**src/source/core_infra_pkg.sv**
```systemverilog
//////////////////////////////
// Shared widths, cache geometry and types for the core infrastructure.
// Import into module headers with a wildcard import.
//////////////////////////////

package core_infra_pkg;

  // Register file
  localparam int unsigned XLEN       = 32;
  localparam int unsigned REG_ADDR_W = 5;

  // Instruction cache geometry
  localparam int unsigned IC_NUM_WAYS  = 2;
  localparam int unsigned IC_NUM_LINES = 64;
  localparam int unsigned IC_INDEX_W   = 6;
  localparam int unsigned IC_TAG_W     = 22;
  localparam int unsigned IC_LINE_W    = 64;

  // Scrambling
  localparam int unsigned SCRAMBLE_KEY_W   = 128;
  localparam int unsigned SCRAMBLE_NONCE_W = 64;

  localparam logic [SCRAMBLE_KEY_W-1:0] RST_SCR_KEY =
      128'h3b8f_21c4_9d07_e6a5_5c12_f0b3_8e49_d7a6;
  localparam logic [SCRAMBLE_NONCE_W-1:0] RST_SCR_NONCE = 64'h91e4_2d7c_06ab_f358;

  typedef logic [XLEN-1:0]             word_t;
  typedef logic [REG_ADDR_W-1:0]       reg_addr_t;
  typedef logic [IC_INDEX_W-1:0]       ic_index_t;
  typedef logic [IC_TAG_W-1:0]         ic_tag_t;
  typedef logic [IC_LINE_W-1:0]        ic_line_t;
  typedef logic [IC_NUM_WAYS-1:0]      ic_way_mask_t;
  typedef logic [SCRAMBLE_KEY_W-1:0]   scr_key_t;
  typedef logic [SCRAMBLE_NONCE_W-1:0] scr_nonce_t;

  // Key request FSM
  typedef enum logic {
    SCR_IDLE = 1'b0,
    SCR_REQ  = 1'b1
  } scr_state_e;

endpackage

```
**src/source/register_file.sv**
```systemverilog
//////////////////////////////
// General purpose registers x1..x31 with two combinational read
// ports and one write port. x0 reads as zero.
//////////////////////////////

`timescale 1ns/1ps

module register_file import core_infra_pkg::*; (
  input  logic      clk_i,
  input  logic      rst_ni,
  input  reg_addr_t raddr_a_i,
  input  reg_addr_t raddr_b_i,
  input  reg_addr_t waddr_i,
  input  word_t     wdata_i,
  input  logic      we_i,
  output word_t     rdata_a_o,
  output word_t     rdata_b_o
);

  // No storage behind x0
  word_t rf_q [1:2**REG_ADDR_W-1];

  always_ff @(posedge clk_i or negedge rst_ni) begin
    if (!rst_ni) begin
      for (int i = 1; i < 2**REG_ADDR_W; i++) begin
        rf_q[i] <= '0;
      end
    end else if (we_i && (waddr_i != '0)) begin
      rf_q[waddr_i] <= wdata_i;
    end
  end

  // Read ports
  always_comb begin
    rdata_a_o = '0;
    if (raddr_a_i != '0) begin
      rdata_a_o = rf_q[raddr_a_i];
    end
  end

  always_comb begin
    rdata_b_o = '0;
    if (raddr_b_i != '0) begin
      rdata_b_o = rf_q[raddr_b_i];
    end
  end

endmodule

```
**config.mk**
```make
export PLATFORM = sky130hd
export DESIGN_NAME = register_file
export DESIGN_NICKNAME = d
export VERILOG_FILES = /design/src/source/core_infra_pkg.sv /design/src/source/register_file.sv
export SDC_FILE = /design/constraint.sdc
export NUM_CORES = 2
export LEC_CHECK = 0
export ABC_CLOCK_PERIOD_IN_PS = 1370
export BUFFER_PORTS_ARGS = -buffer_cell sky130_fd_sc_hd__buf_2
export CAP_MARGIN = 5
export CORE_MARGIN = 10
export CORE_UTILIZATION = 57
export DETAILED_ROUTE_END_ITERATION = 8
export PLACE_DENSITY_LB_ADDON = 0.12
export RECOVER_POWER = 100
export SYNTH_ARGS = -nofsm -noshare
export SYNTH_HDL_FRONTEND = slang
export SYNTH_SLANG_ARGS = --single-unit
```
**constraint.sdc**
```tcl
create_clock -name clk_i -period 1.37 [get_ports clk_i]
set_input_delay 0.0685 -clock clk_i [delete_from_list [all_inputs] [get_ports clk_i]]
set_output_delay 0.0685 -clock clk_i [all_outputs]
set_load 0.02 [all_outputs]
```
==> impl_metrics.tcl <==
set metrics [dict create \
    remaining_drc_errors 0 \
    critPathArrivalTime_ns 2.29 \
    run_status "finished with violations" \
    floorplan.rows 112 \
    path_class "reg -> out" \
    worst_skew_pair.late_latency_ns 0.69 \
    final_hold_viol_count 0 \
    power.net_switching_mw 26.5 \
    synth-seq-area-share_pct 46.5 \
    synthesis.area_mm2 0.0534 \
    floorplan.die.height_um 326 \
    grt_pass1_wl_um 271000 \
    rsz0062_at_grt "true" \
    synthMostInstantiatedCell "mux2_2" \
    core_area_mm2 0.0932 \
    slowest_delay_ns 0.38 \
    placed_area_mm2 0.0621 \
    maxCapViolations 0 \
    worstHoldEndpoint "rf_q[740]" \
    yosys_top_cell_by_area "dfrtp_1" \
    worst-r2r-cell-count 3 \
    worst_ir_drop_vdd_uv 1440 \
    critical_path_buf_inv_count 2 \
    area_delta_synth_final_pct 24.4 \
    setup_violations 783 \
    grt.overflow.total 0 \
    reg.largest.list "rf_q: 992 flops" \
    timing.critical_path.from_type "flop" \
    synth_cell_type_count 41 \
    register_share_of_total_power_pct 42.4 \
    detailroute.via_count 39500 \
    grt_start_max_net_pins 69 \
    timing_max_transition_violations_final 0 \
    max_slew.worst_pin.slew_ns 0.994 \
    first_global_vias 40400 \
    htree_levels 3 \
    netSwitchingFraction_pct 28.5 \
    powerDensity_mw_per_mm2 1400 \
    clock_sink_count 992 \
    chipWidth_um 326 \
    antenna_found_initial 11 \
    postSynthNetCount 4116 \
    min-delay-path-class "in -> reg" \
    cts_tree "built" \
    max-slew-margin-rel_pct 33.8 \
    timing.clock.skew_ns 0 \
    post_synthesis_cells 4066 \
    finalCritPeriodShare_pct 173 \
    number_of_optimization_iterations_in_the_first_detailed_route_pass 5 \
    start_util_pct 57.3 \
    post-route-cell-area_mm2 0.0664 \
    dieArea_mm2 0.106 \
    cpLargestDelayFamily "flip-flops" \
    drt_iter0_markers 4440 \
    cp_data_required_time_ns 1.30 \
    num-nets-final 4546 \
    hold-worst-slack_ns 0.0320 \
    synth.yosys.warnings 0 \
    clock.fmax_mhz 423 \
    yosys-top-cells-area "dfrtp_1, mux2_2, mux2i_1" \
    post-route-worst-setup-slack_ns -0.993 \
    path_max_fanout 3 \
    timing.setup.tns_ns -132.15 \
    hpwl_reported_at_the_end_of_detailed_placement_um 122000 \
    utilization_pct 71.2 \
    wl_per_cell_um 31.3 \
    internal-power_mw 66.6 \
    max_flop_register "rf_q" \
    syn-mean-instance-area_um2 13.1 \
    largest_register_ffs 992 \
    numCtsBuffers 105 \
    power.clock.fraction_pct 33.9 \
    clk_path_buf_depth 3 \
    worstSetupEndpointType "output pin" \
    critical_path.cell_chain "mux2_4 -> o22ai_2 -> or3_4 -> a211oi_4 -> buf_6 -> buf_6" \
    timing.reg2reg.setup_slack_ns 0.35 \
    ys_seq_elements 992 \
    gp_routability_congestion 0.898 \
    drt.antenna.violating_nets 0 \
    num-fill-cells 6372 \
    cp_slowest_cell "dfrtp_1" \
    comb_power_share_pct 23.7 \
    synth_top_flop_cell "dfrtp_1" \
    worst_setup_hold_path_clk_slew_ns 0.06 \
    synth-edff-count 0 \
    ctsRootBufferMaster "clkbuf_16" \
    port_buffers 113 \
    period_minus_slack_ns 2.36 \
    critPathMostFrequentCell "buf_6" \
    synth_async_sr_flop_share_pct 100 \
    r2r-end "rf_q[885]" \
    grt_resource_usage_total_pct 33.8 \
    hold_start "wdata_i[4]" \
    rr_startpoint "rf_q[885]" \
    route.final.wire_length_um 183000 \
    final_layout_size_suffix_gt1_share_pct 51.2 \
    failed_checks "setup timing" \
    leading_cell_types_by_count_after_synthesis "mux2_2, dfrtp_1, mux2i_1" \
    whs_path_depth 2 \
    via_per_inst 6.75 \
    power.leakage_nw 30.2 \
    io-pin-count 114 \
    yosysTopAreaCellShare_pct 46.5 \
]
## cells by family after synthesis
logic type,synth area share [%]
AOI/OAI and AO/OA,6.58
and+or+nand+nor,3.15
DFF,46.5
buffers and inverters,3.92
muxes,39.8
## per-layer routing
layer / vias to the layer above / share of wire, % / track usage (%)
li1: 16300 / - / -
met4: 0 / 4.1 / 13.5
met1: 20800 / 42 / 48.1
met5: - / 0 / 0
met3: 402 / 9.0 / 6.09
met2: 1965 / 45 / 51.0
## how the worst max path moves through the flow
stage                  from            end  slack, ns  cells past startpoint
2_1_floorplan  raddr_b_i[1]   rdata_b_o[1]      -0.23                      9
3_3_place_gp   raddr_a_i[2]  rdata_a_o[25]      -0.60                      9
3_5_place_dp   raddr_b_i[0]   rdata_b_o[8]      -0.63                      8
4_1_cts           rf_q[889]  rdata_a_o[25]      -1.01                      6
5_1_grt           rf_q[557]  rdata_b_o[13]      -1.03                      6
6_report          rf_q[793]  rdata_a_o[25]      -0.99                      6
## placed cells by master, fill, tap and decap left out, drive strengths merged, types with 2 or more instances in the layout
cell type    instances
nand3                5
o22ai              287
and2b                2
nor2b               41
a221oi              31
a22oi               64
and3                 3
nor4                32
nand2b              10
bufinv              17
buf                648
nor2                15
nand3b               2
or2                  4
mux2              1120
clkinvlp             5
dlygate4sd3         19
clkbuf             240
a211oi              63
nand2               20
mux4               128
a221o               32
clkinv              24
mux2i              577
inv                  2
and2                 2
dfrtp              992
diode                9
nor3               131
or3                 32
a21oi               32
## through the flow
step                setup WS, ns  std cells  total power [mW]
finish                    -0.993       5849              93.1
CTS                        -1.01       5836              92.9
floorplan                 -0.235       4066              52.8
detailed placement        -0.628       5594              60.2
global route               -1.03       5845              96.6
global placement          -0.595       5594              59.4
## cell type report
cell class | count | area [um^2] | area share (%)
Multi-Input combinational cell | 2639 | 28900 | 43.5
Sequential cell | 992 | 24800 | 37.4
Timing Repair Buffer | 758 | 7290 | 11.0
Clock buffer | 149 | 3120 | 4.70
Tap cell | 1254 | 1570 | 2.36
Clock inverter | 48 | 701 | 1.06
Antenna cell | 9 | 22.5 | 0.0339
## power by group through the flow
stage               Clock, mW  Sequential (mW)  Combinational, mW
global placement            0             39.4               20.0
CTS                      31.7             39.2               21.9
floorplan                   0             38.4               14.4
finish                   31.5             39.5               22.1
global route             32.9             40.1               23.5
detailed placement          0             39.7               20.5
## worst reg2reg max path, delay by kind of cell, from the launching register on
kind,cells,cell delay (ns)
buf+inv,2,0.25
flops,1,0.40
mux,1,0.26
## repair_timing
item	in CTS	in global routing
setup buffers	30	7
gates resized for setup	254	37
endpoints found under the hold margin	1264	15
hold buffers	19	1
pin swaps	89	31
setup endpoints to repair	64	79
No activity file was read; power rests on OpenSTA's default activity.
