--- config.mk ---
export PLATFORM = sky130hd
export DESIGN_NAME = scramble_key_ctrl
export DESIGN_NICKNAME = d
export VERILOG_FILES = /design/src/source/core_infra_pkg.sv /design/src/source/scramble_key_ctrl.sv
export SDC_FILE = /design/constraint.sdc
export NUM_CORES = 1
export LEC_CHECK = 0
export BUFFER_PORTS_ARGS = -buffer_cell sky130_fd_sc_hd__buf_2
export CAP_MARGIN = 20
export CORE_AREA = 10 10 144 146
export CTS_BUF_LIST = sky130_fd_sc_hd__clkbuf_4
export DETAILED_ROUTE_END_ITERATION = 16
export DIE_AREA = 0 0 154 156
export PLACE_DENSITY = 0.78
export SLEW_MARGIN = 20
export SYNTH_ARGS = -nofsm -noshare
export SYNTH_HDL_FRONTEND = slang
export SYNTH_SLANG_ARGS = --single-unit
--- constraint.sdc ---
create_clock -name clk_i -period 0.9 [get_ports clk_i]
set_clock_uncertainty 0.05 [all_clocks]
set_input_delay 0.18 -clock clk_i [delete_from_list [all_inputs] [get_ports clk_i]]
set_output_delay 0.18 -clock clk_i [all_outputs]
set_load 0.05 [all_outputs]
--- src/source/core_infra_pkg.sv ---
//////////////////////////////
// Shared widths, cache geometry and types for the core infrastructure.
// Import into module headers with a wildcard import.
//////////////////////////////

package core_infra_pkg;

  // Register file
  localparam int unsigned XLEN       = 32;
  localparam int unsigned REG_ADDR_W = 5;

  // Instruction cache geometry
  localparam int unsigned IC_NUM_WAYS  = 2;
  localparam int unsigned IC_NUM_LINES = 64;
  localparam int unsigned IC_INDEX_W   = 6;
  localparam int unsigned IC_TAG_W     = 22;
  localparam int unsigned IC_LINE_W    = 64;

  // Scrambling
  localparam int unsigned SCRAMBLE_KEY_W   = 128;
  localparam int unsigned SCRAMBLE_NONCE_W = 64;

  localparam logic [SCRAMBLE_KEY_W-1:0] RST_SCR_KEY =
      128'h3b8f_21c4_9d07_e6a5_5c12_f0b3_8e49_d7a6;
  localparam logic [SCRAMBLE_NONCE_W-1:0] RST_SCR_NONCE = 64'h91e4_2d7c_06ab_f358;

  typedef logic [XLEN-1:0]             word_t;
  typedef logic [REG_ADDR_W-1:0]       reg_addr_t;
  typedef logic [IC_INDEX_W-1:0]       ic_index_t;
  typedef logic [IC_TAG_W-1:0]         ic_tag_t;
  typedef logic [IC_LINE_W-1:0]        ic_line_t;
  typedef logic [IC_NUM_WAYS-1:0]      ic_way_mask_t;
  typedef logic [SCRAMBLE_KEY_W-1:0]   scr_key_t;
  typedef logic [SCRAMBLE_NONCE_W-1:0] scr_nonce_t;

  // Key request FSM
  typedef enum logic {
    SCR_IDLE = 1'b0,
    SCR_REQ  = 1'b1
  } scr_state_e;

endpackage

--- src/source/scramble_key_ctrl.sv ---
//////////////////////////////
// Scramble key and nonce registers plus the request/valid handshake
// with the key provider. An invalidate asks for a fresh key.
//////////////////////////////

`timescale 1ns/1ps

module scramble_key_ctrl import core_infra_pkg::*; (
  input  logic       clk_i,
  input  logic       rst_ni,
  input  logic       icache_inval_i,
  input  logic       scramble_key_valid_i,
  input  scr_key_t   scramble_key_i,
  input  scr_nonce_t scramble_nonce_i,
  output logic       scramble_req_o,
  output logic       key_valid_o,
  output scr_key_t   key_o,
  output scr_nonce_t nonce_o
);

  scr_state_e state_q, state_d;
  logic       key_valid_q, key_valid_d;

  // Request held until the provider returns a key
  always_comb begin
    state_d     = state_q;
    key_valid_d = key_valid_q;
    unique case (state_q)
      SCR_IDLE: begin
        if (icache_inval_i) begin
          state_d     = SCR_REQ;
          key_valid_d = 1'b0;
        end
      end
      SCR_REQ: begin
        if (scramble_key_valid_i) begin
          state_d     = SCR_IDLE;
          key_valid_d = 1'b1;
        end
      end
      default: state_d = SCR_IDLE;
    endcase
  end

  always_ff @(posedge clk_i or negedge rst_ni) begin
    if (!rst_ni) begin
      state_q     <= SCR_IDLE;
      key_valid_q <= 1'b1;
      key_o       <= RST_SCR_KEY;
      nonce_o     <= RST_SCR_NONCE;
    end else begin
      state_q     <= state_d;
      key_valid_q <= key_valid_d;
      if (scramble_key_valid_i) begin
        key_o   <= scramble_key_i;
        nonce_o <= scramble_nonce_i;
      end
    end
  end

  assign scramble_req_o = (state_q == SCR_REQ);
  assign key_valid_o    = key_valid_q;

endmodule

==> impl_metrics.tcl, run 1 <==
set metrics [dict create \
    cts_tree "done" \
    stdcell_area_sq_um 15170 \
    fin_setup_tns_ps -122600 \
    outcome "complete, but fails checks" \
    grt_first_pass_wirelength_mm 50.22 \
    top_layer "met4" \
    final_layout_size_suffix_gt1_share_pct 77.42 \
    worstPathRequired_ps 670 \
    synthCells 413 \
    syn_nets 609 \
    crit_arrival_ps 1430 \
    clock_latency_ps 580 \
    route.met2.wl_mm 19.91 \
    path_cells "buf_8" \
    power.density_nw_per_um2 1759 \
    clock_path_buffers 2 \
    rr_worst_depth 3 \
    slowest_delay_ps 640 \
    ys_warn_count 0 \
    ys_ff_latch 194 \
    hold_depth 3 \
    placed_cell_area_sq_um 10580 \
    layout_commonest_cell "dlygate4sd3_1" \
    utilization_pct 85.01 \
    critPathLaunchType "flop" \
    critPathBufInv 1 \
    maxCapViolCount 0 \
    fmax_mhz 603.9 \
    rows 49 \
    grt_pass1_vias 7682 \
    crit_fanout 2 \
    drt-pass1-iter-count 4 \
    worst_pin_slew_ps 374.7 \
    final_cells 1350 \
    finalCriticalPeriod_ps 1656 \
    worst_r2r_endpoint "nonce_o[62]" \
    core-area_sq_um 17840 \
    cts_root_buf "clkbuf_4" \
    wl_met3_mm 3.065 \
    track_usage_pct 27.44 \
    setup_violations 281 \
    worst_slack_ps -756.0 \
    seq_area_frac_synth_pct 62.31 \
    r2r_start "nonce_o[62]" \
    dp_cells 1035 \
    start_util_pct 44.76 \
    cp_slowest_cell "dfstp_2" \
    final_nets 1299 \
    leakagePower_nw 7.333 \
    grt_max_degree 72 \
    drt_iter0_markers 344 \
    ant_nets 0 \
    ys_types 11 \
    violations "negative setup slack" \
    cts_sinks 194 \
    critPathKind "reg -> out" \
    io_buffers 389 \
    rrSetupSlack_ps -270 \
    rsz0062_at_grt "true" \
    hpwl_mm 18.21 \
    die_area_sq_um 24020 \
    wl_per_cell_microns 27.62 \
    critPathTopFamily "flip-flops" \
    drc_errors 0 \
    fin_crit_sh_pct 184.0 \
    avgSynthCellArea_sq_um 19.34 \
    hold_path.startpoint "scramble_key_valid_i" \
    io_pins 390 \
    hold_class "in -> reg" \
    die_y_microns 156 \
    drt-total-wl_mm 37.29 \
    gr-total-overflow 0 \
    vias_per_cell 5.027 \
    cp-end-kind "primary output" \
    gp_congestion 0.7776 \
    clkTransAtPathRegs_ps 240 \
    htreeDepth 4 \
    hold_viol_final 0 \
    antenna_found_initial 3 \
    num_vias 6787 \
    slew_headroom_pct 75.02 \
    syn_to_final_growth_pct 89.90 \
    netlist_area_sq_um 7986 \
    hold_slack_ps 84.65 \
    numCtsBuffers 17 \
    fp.dieW_microns 154 \
    final_cell_mix "196 x dlygate4sd3_1, 193 x buf_2, 172 x mux2_4" \
    final_max_slew_viol_count 0 \
    wl_met1_mm 12.73 \
    max-vdd-ir-drop_v 0.001123 \
    hold-path-endpoint "scramble_req_o" \
]
==> routing by layer <==
metal | up-vias | global-route usage, %
li1 | 2833 | -
met1 | 3468 | 28.64
met2 | 390 | 49.35
met3 | 96 | 8.961
met4 | 0 | 12.10
met5 | - | 0
==> worst register-to-register path: cells and delay by family (launching register included) <==
family,cells,cell delay (ps)
buffers and inverters,2,250
multiplexers,1,270
flip-flops,1,510
==> logic make-up after synthesis <==
group	share of synthesized area (%)
simple gates	0.04695
buf+inv	2.961
mux	34.50
flops	62.31
compound gates	0.1879
==> state kept, by name, summed over array words and instances, names as in the netlist <==
name	cells
key_valid_o	1
nonce_o	64
key_o	128
scramble_req_o	1
==> where the power goes <==
group / leakage (nW) / switching (W) / total [W] / internal, W
clock: 0.176 / 0.00365 / 0.00551 / 0.00185
sequential: 2.11 / 0.000983 / 0.0110 / 0.0100
combinational: 5.05 / 0.00528 / 0.0102 / 0.00491
total: 7.33 / 0.00991 / 0.0267 / 0.0168
==> metrics by stage <==
| step | setup WS [ps] | power [W] |
|---|---|---|
| finish | -756.0 | 0.02667 |
| global route | -824.4 | 0.02739 |
| CTS | -716.0 | 0.02550 |
| detailed placement | -307.6 | 0.01769 |
| global placement | -281.6 | 0.01757 |
| floorplan | -146.3 | 0.01556 |
==> synth_stat cells <==
cell type | instances | area, sq um
buf_2 | 3 | 15.01
o21ai_0 | 2 | 10.01
nor2_1 | 1 | 3.750
buf_8 | 1 | 15.01
a21oi_1 | 1 | 5.000
mux2_4 | 158 | 2372
mux2_2 | 34 | 382.9
dfstp_2 | 97 | 2549
inv_1 | 1 | 3.750
buf_6 | 18 | 202.7
dfrtp_1 | 97 | 2427
==> final cells by class <==
| cell class | instances | area (sq um) |
|---|---|---|
| diodes | 5 | 12.51 |
| clock buffers | 18 | 135.1 |
| clock inverters | 14 | 195.2 |
| fillers | 705 | 2675 |
| inverters | 1 | 3.754 |
| multi-input cells | 196 | 2833 |
| flip-flops and latches | 194 | 5030 |
| well taps | 229 | 286.5 |
| repair buffers | 693 | 6670 |
==> how the worst max path moves through the flow <==
stage	to	start	depth (start not counted)	slack, ps
floorplan	key_o[0]	scramble_key_valid_i	4	-150
global placement	nonce_o[18]	scramble_key_valid_i	3	-280
detailed placement	nonce_o[18]	scramble_key_valid_i	3	-310
CTS	key_o[2]	key_o[2]	1	-720
global route	key_o[2]	key_o[2]	1	-820
finish	key_o[2]	key_o[2]	1	-760
==> what timing repair did <==
item / CTS / global route
hold buffers: 196 / 1
gates resized for setup: 455 / 52
endpoints found under the hold margin: 388 / 2
setup endpoints to repair: 195 / 238
setup buffers: 35 / 57
Note: power is estimated with default switching activity, not from simulation.
==> inputs of run 2 (changes only) <==
- BUFFER_PORTS_ARGS: -buffer_cell sky130_fd_sc_hd__buf_2 -> -buffer_cell sky130_fd_sc_hd__buf_4
==> impl_metrics.tcl, run 2 (same netlist as run 1, synthesis figures left out) <==
set metrics [dict create \
    crit_fanout 2 \
    cts_sinks 194 \
    slowest_delay_ps 630 \
    drt_iter0_markers 367 \
    die_area_sq_um 24020 \
    hold_class "in -> reg" \
    dp_slack_ps -254.8 \
    largestRegisters "key_o: 128 flops, nonce_o: 64 flops" \
    num_vias 6973 \
    ant_nets 0 \
    worstPathRequired_ps 670 \
    slew_headroom_pct 73.27 \
    hpwl_mm 19.99 \
    die_y_microns 156 \
    critPathBufInv 1 \
    critPathLaunchType "flop" \
    fp.dieW_microns 154 \
    power.density_nw_per_um2 1708 \
    cp_slowest_cell "dfstp_2" \
    crit_arrival_ps 1390 \
    fin_crit_sh_pct 180.0 \
    leakagePower_nw 7.590 \
    setup_violations 292 \
    final_layout_size_suffix_gt1_share_pct 77.41 \
    syn_to_final_growth_pct 97.93 \
    cts_tree "done" \
    wl_per_cell_microns 28.48 \
    finalCriticalPeriod_ps 1620 \
    clock_latency_ps 580 \
    path_cells "buf_8" \
    critPathTopFamily "flip-flops" \
    hold_viol_final 0 \
    vias_per_cell 5.097 \
    drt-total-wl_mm 38.96 \
    antenna_found_initial 3 \
    final_nets 1316 \
    io_buffers 389 \
    max-vdd-ir-drop_v 0.001084 \
    grt_first_pass_wirelength_mm 52.54 \
    p_total_w 0.02700 \
    numCtsBuffers 17 \
    critPathKind "reg -> out" \
    top_register "key_o" \
    rows 49 \
    outcome "complete, but fails checks" \
    worst_pin_slew_ps 400.9 \
    worst_slack_ps -719.8 \
    largest_reg_flops 128 \
    htreeDepth 4 \
    stdcell_area_sq_um 15810 \
    rsz0062_at_grt "true" \
    drc_errors 0 \
    final_cell_mix "243 x buf_4, 198 x dlygate4sd3_1, 176 x mux2_4" \
    core-area_sq_um 17840 \
    drt-pass1-iter-count 4 \
    track_usage_pct 28.64 \
    start_util_pct 44.76 \
    layout_commonest_cell "buf_4" \
    final_max_slew_viol_count 0 \
    clock_path_buffers 2 \
    placed_cell_area_sq_um 11420 \
    cts_root_buf "clkbuf_4" \
    io_pins 390 \
    clkTransAtPathRegs_ps 200 \
    maxCapViolCount 0 \
    grt_pass1_vias 8179 \
    cp-end-kind "primary output" \
    gr-total-overflow 0 \
    fmax_mhz 617.4 \
    gp_congestion 0.8336 \
    violations "negative setup slack" \
    grt_max_degree 63 \
]
## run 2: changes by cell type in the layout (fill, tap and decap cells not counted), sizes merged
cell         change
bufinv           +1
inv              -1
diode            +1
dlygate4sd3      +2
buf             +15
clkinv           -3
clkinvlp         +3
## run 2: worst register-to-register path, cell delays in order (launching register included)
cell and delay, ps:
dfrtp_1 460, buf_6 130, buf_6 100, mux2_4 260
## run 2: final cells by class
| type | count | area [sq um] |
|---|---|---|
| Tap cell | 229 | 286.5 |
| Antenna cell | 6 | 15.01 |
| Clock inverter | 14 | 176.4 |
| Clock buffer | 18 | 135.1 |
| Multi-Input combinational cell | 196 | 2848 |
| Sequential cell | 194 | 5030 |
| Inverter | 1 | 3.754 |
| Fill cell | 596 | 2033 |
| Timing Repair Buffer | 710 | 7313 |
## run 2: through the flow
step / hold WS (ps) / cells / util [%] / TNS [ps]
2_1_floorplan: -165.6 / 413 / - / -22120
3_3_place_gp: 143.3 / 1036 / 63.99 / -37400
3_5_place_dp: 152.3 / 1036 / 63.99 / -40730
4_1_cts: -19.22 / 1314 / 85.08 / -121180
5_1_grt: -12.43 / 1365 / 88.56 / -134760
6_report: 36.61 / 1368 / 88.60 / -120340
## run 2: path summary, 6_finish.rpt
path / startpoint / depth (start not counted) / slack [ps] / to
min in group asynchronous: rst_ni / 3 / 120 / key_o[23]
worst min register to register: key_o[83] / 1 / 500 / key_o[83]
worst max-delay path: nonce_o[25] / 1 / -720 / nonce_o[25]
worst max register to register: key_o[50] / 3 / -190 / key_o[50]
max in group asynchronous: rst_ni / 3 / 240 / nonce_o[42]
worst min-delay path: scramble_key_valid_i / 3 / 40 / key_o[127]
## run 2: timing repair
item / in CTS / in global routing
resized for setup: 297 / 68
setup buffers: 50 / 63
hold buffers: 196 / 2
setup endpoints to repair: 195 / 252
pin swaps: 0 / 0
hold endpoints to repair: 388 / 5
## run 2: where the power goes
group	internal, W	switching (W)
clock	0.00201	0.00337
combinational	0.00522	0.00539
sequential	0.0100	0.00102
## run 2: metal layers
metal / GRT usage [%] / share of wire (%) / up-vias
met5: 0 / 0 / -
met4: 12.28 / 5.4 / 0
met3: 10.20 / 8.3 / 125
met2: 52.34 / 52 / 454
met1: 28.79 / 34 / 3532
li1: - / - / 2862
==> inputs of run 3 (changes only) <==
- SETUP_SLACK_MARGIN: unset -> 0.05
==> impl_metrics.tcl, run 3 (same netlist as run 1, synthesis figures left out) <==
set metrics [dict create \
    critPathBufInv 1 \
    hpwl_mm 19.99 \
    track_usage_pct 28.91 \
    drt-total-wl_mm 40.68 \
    grt_pass1_vias 8023 \
    rows 49 \
    vias_per_cell 5.171 \
    ctsHoldBuffers 195 \
    hold_viol_final 1 \
    cp-end-kind "primary output" \
    drt-pass1-iter-count 5 \
    critPathTopFamily "flip-flops" \
    placed_cell_area_sq_um 11420 \
    violations "negative hold slack, negative setup slack" \
    syn_to_final_growth_pct 98.90 \
    die_y_microns 156 \
    io_buffers 389 \
    worst_pin_slew_ps 418.5 \
    rsz0062_at_grt "true" \
    clock_path_buffers 2 \
    max-vdd-ir-drop_v 0.001365 \
    path_cells "buf_8" \
    antenna_found_initial 4 \
    clock_latency_ps 610 \
    largest_reg_flops 128 \
    start_util_pct 44.76 \
    slowest_delay_ps 640 \
    grt_first_pass_wirelength_mm 52.45 \
    cts_tree "done" \
    final_nets 1314 \
    final_max_slew_viol_count 0 \
    drc_errors 0 \
    multi_input_area_sq_um 2883 \
    finalCriticalPeriod_ps 1664 \
    cts_root_buf "clkbuf_4" \
    ant_nets 0 \
    gp_congestion 0.8336 \
    num_vias 7063 \
    final_layout_size_suffix_gt1_share_pct 77.81 \
    fmax_mhz 600.9 \
    hold_class "in -> reg" \
    outcome "complete, but fails checks" \
    hold_slack_ps -5.426 \
    fp.dieW_microns 154 \
    drt_iter0_markers 409 \
    die_area_sq_um 24020 \
    wl_per_cell_microns 29.78 \
    slew_headroom_pct 72.10 \
    power.density_nw_per_um2 1714 \
    worst_slack_ps -764.3 \
    layout_commonest_cell "buf_4" \
    cp_slowest_cell "dfstp_2" \
    worstPathRequired_ps 670 \
    crit_arrival_ps 1430 \
    setup_violations 291 \
    fin_setup_tns_ps -128880 \
    crit_fanout 2 \
    htreeDepth 4 \
    fin_crit_sh_pct 184.9 \
    grt_max_degree 63 \
    critPathLaunchType "flop" \
    rrSetupSlack_ps -230 \
    numCtsBuffers 17 \
    io_pins 390 \
    critPathKind "reg -> out" \
    seq_area_sq_um 5030 \
    cts_sinks 194 \
    fill_cells 595 \
    gr-total-overflow 0 \
    clkTransAtPathRegs_ps 200 \
    final_cell_mix "226 x buf_4, 195 x dlygate4sd3_1, 183 x mux2_4" \
    leakagePower_nw 7.633 \
    stdcell_area_sq_um 15890 \
    maxCapViolCount 0 \
    core-area_sq_um 17840 \
    top_register "key_o" \
    largestRegisters "key_o: 128 flops, nonce_o: 64 flops" \
    p_total_w 0.02722 \
]
run 3: changes by cell type in the layout (fill, tap and decap cells not counted), moves of 3 or more:
cell,change
buf_6,+18
buf_4,-17
mux2_2,-7
mux2_4,+7
dlygate4sd3_1,-3
run 3: final cells by class:
cell class / instances / share of cell area, %
repair buffers: 708 / 46.29
flip-flops and latches: 194 / 31.66
multi-input cells: 196 / 18.15
well taps: 229 / 1.804
clock inverters: 14 / 1.111
clock buffers: 18 / 0.8507
diodes: 6 / 0.09452
inverters: 1 / 0.03938
run 3: path summary, 6_finish.rpt:
kind / cells after the start / startpoint / to
setup / recovery: 1 / nonce_o[25] / nonce_o[25]
setup reg to reg: 3 / nonce_o[11] / nonce_o[11]
hold / removal: 3 / scramble_key_valid_i / key_o[56]
min in group asynchronous: 3 / rst_ni / key_o[38]
hold reg to reg: 1 / key_o[127] / key_o[127]
max in group asynchronous: 3 / rst_ni / nonce_o[45]
run 3: per-layer routing:
metal	wire (microns)	track usage (%)	vias to the layer above
li1	-	-	2858
met1	14110	29.25	3634
met2	21080	51.06	442
met3	3341	10.86	129
met4	2153	14.84	0
met5	0	0	-
run 3: worst reg2reg max path, stage by stage, from the launching register on:
cell,delay [ps]
dfrtp_2,470
buf_6,130
buf_6,110
mux2_4,280
run 3: through the flow:
stage / hold WS (ps) / utilization, % / setup WS (ps) / instances
after floorplan: -165.6 / - / -146.3 / 413
after global placement: 143.3 / 63.99 / -227.6 / 1036
after detailed placement: 152.3 / 63.99 / -254.8 / 1036
after CTS: -15.32 / 85.04 / -713.1 / 1312
after global routing: -36.35 / 89.01 / -810.5 / 1364
final: -5.426 / 89.04 / -764.3 / 1366
run 3: what timing repair did:
item,in CTS,in global routing
endpoints found under the setup margin,211,336
endpoints found under the hold margin,388,8
buffers inserted,50,63
gates resized for setup,300,94
pin swaps,1,0
run 3: report_power, final:
part / total (W) / internal (W) / switching (W)
sequential: 0.0110 / 0.0100 / 0.00105
combinational: 0.0108 / 0.00529 / 0.00547
clock: 0.00542 / 0.00201 / 0.00342
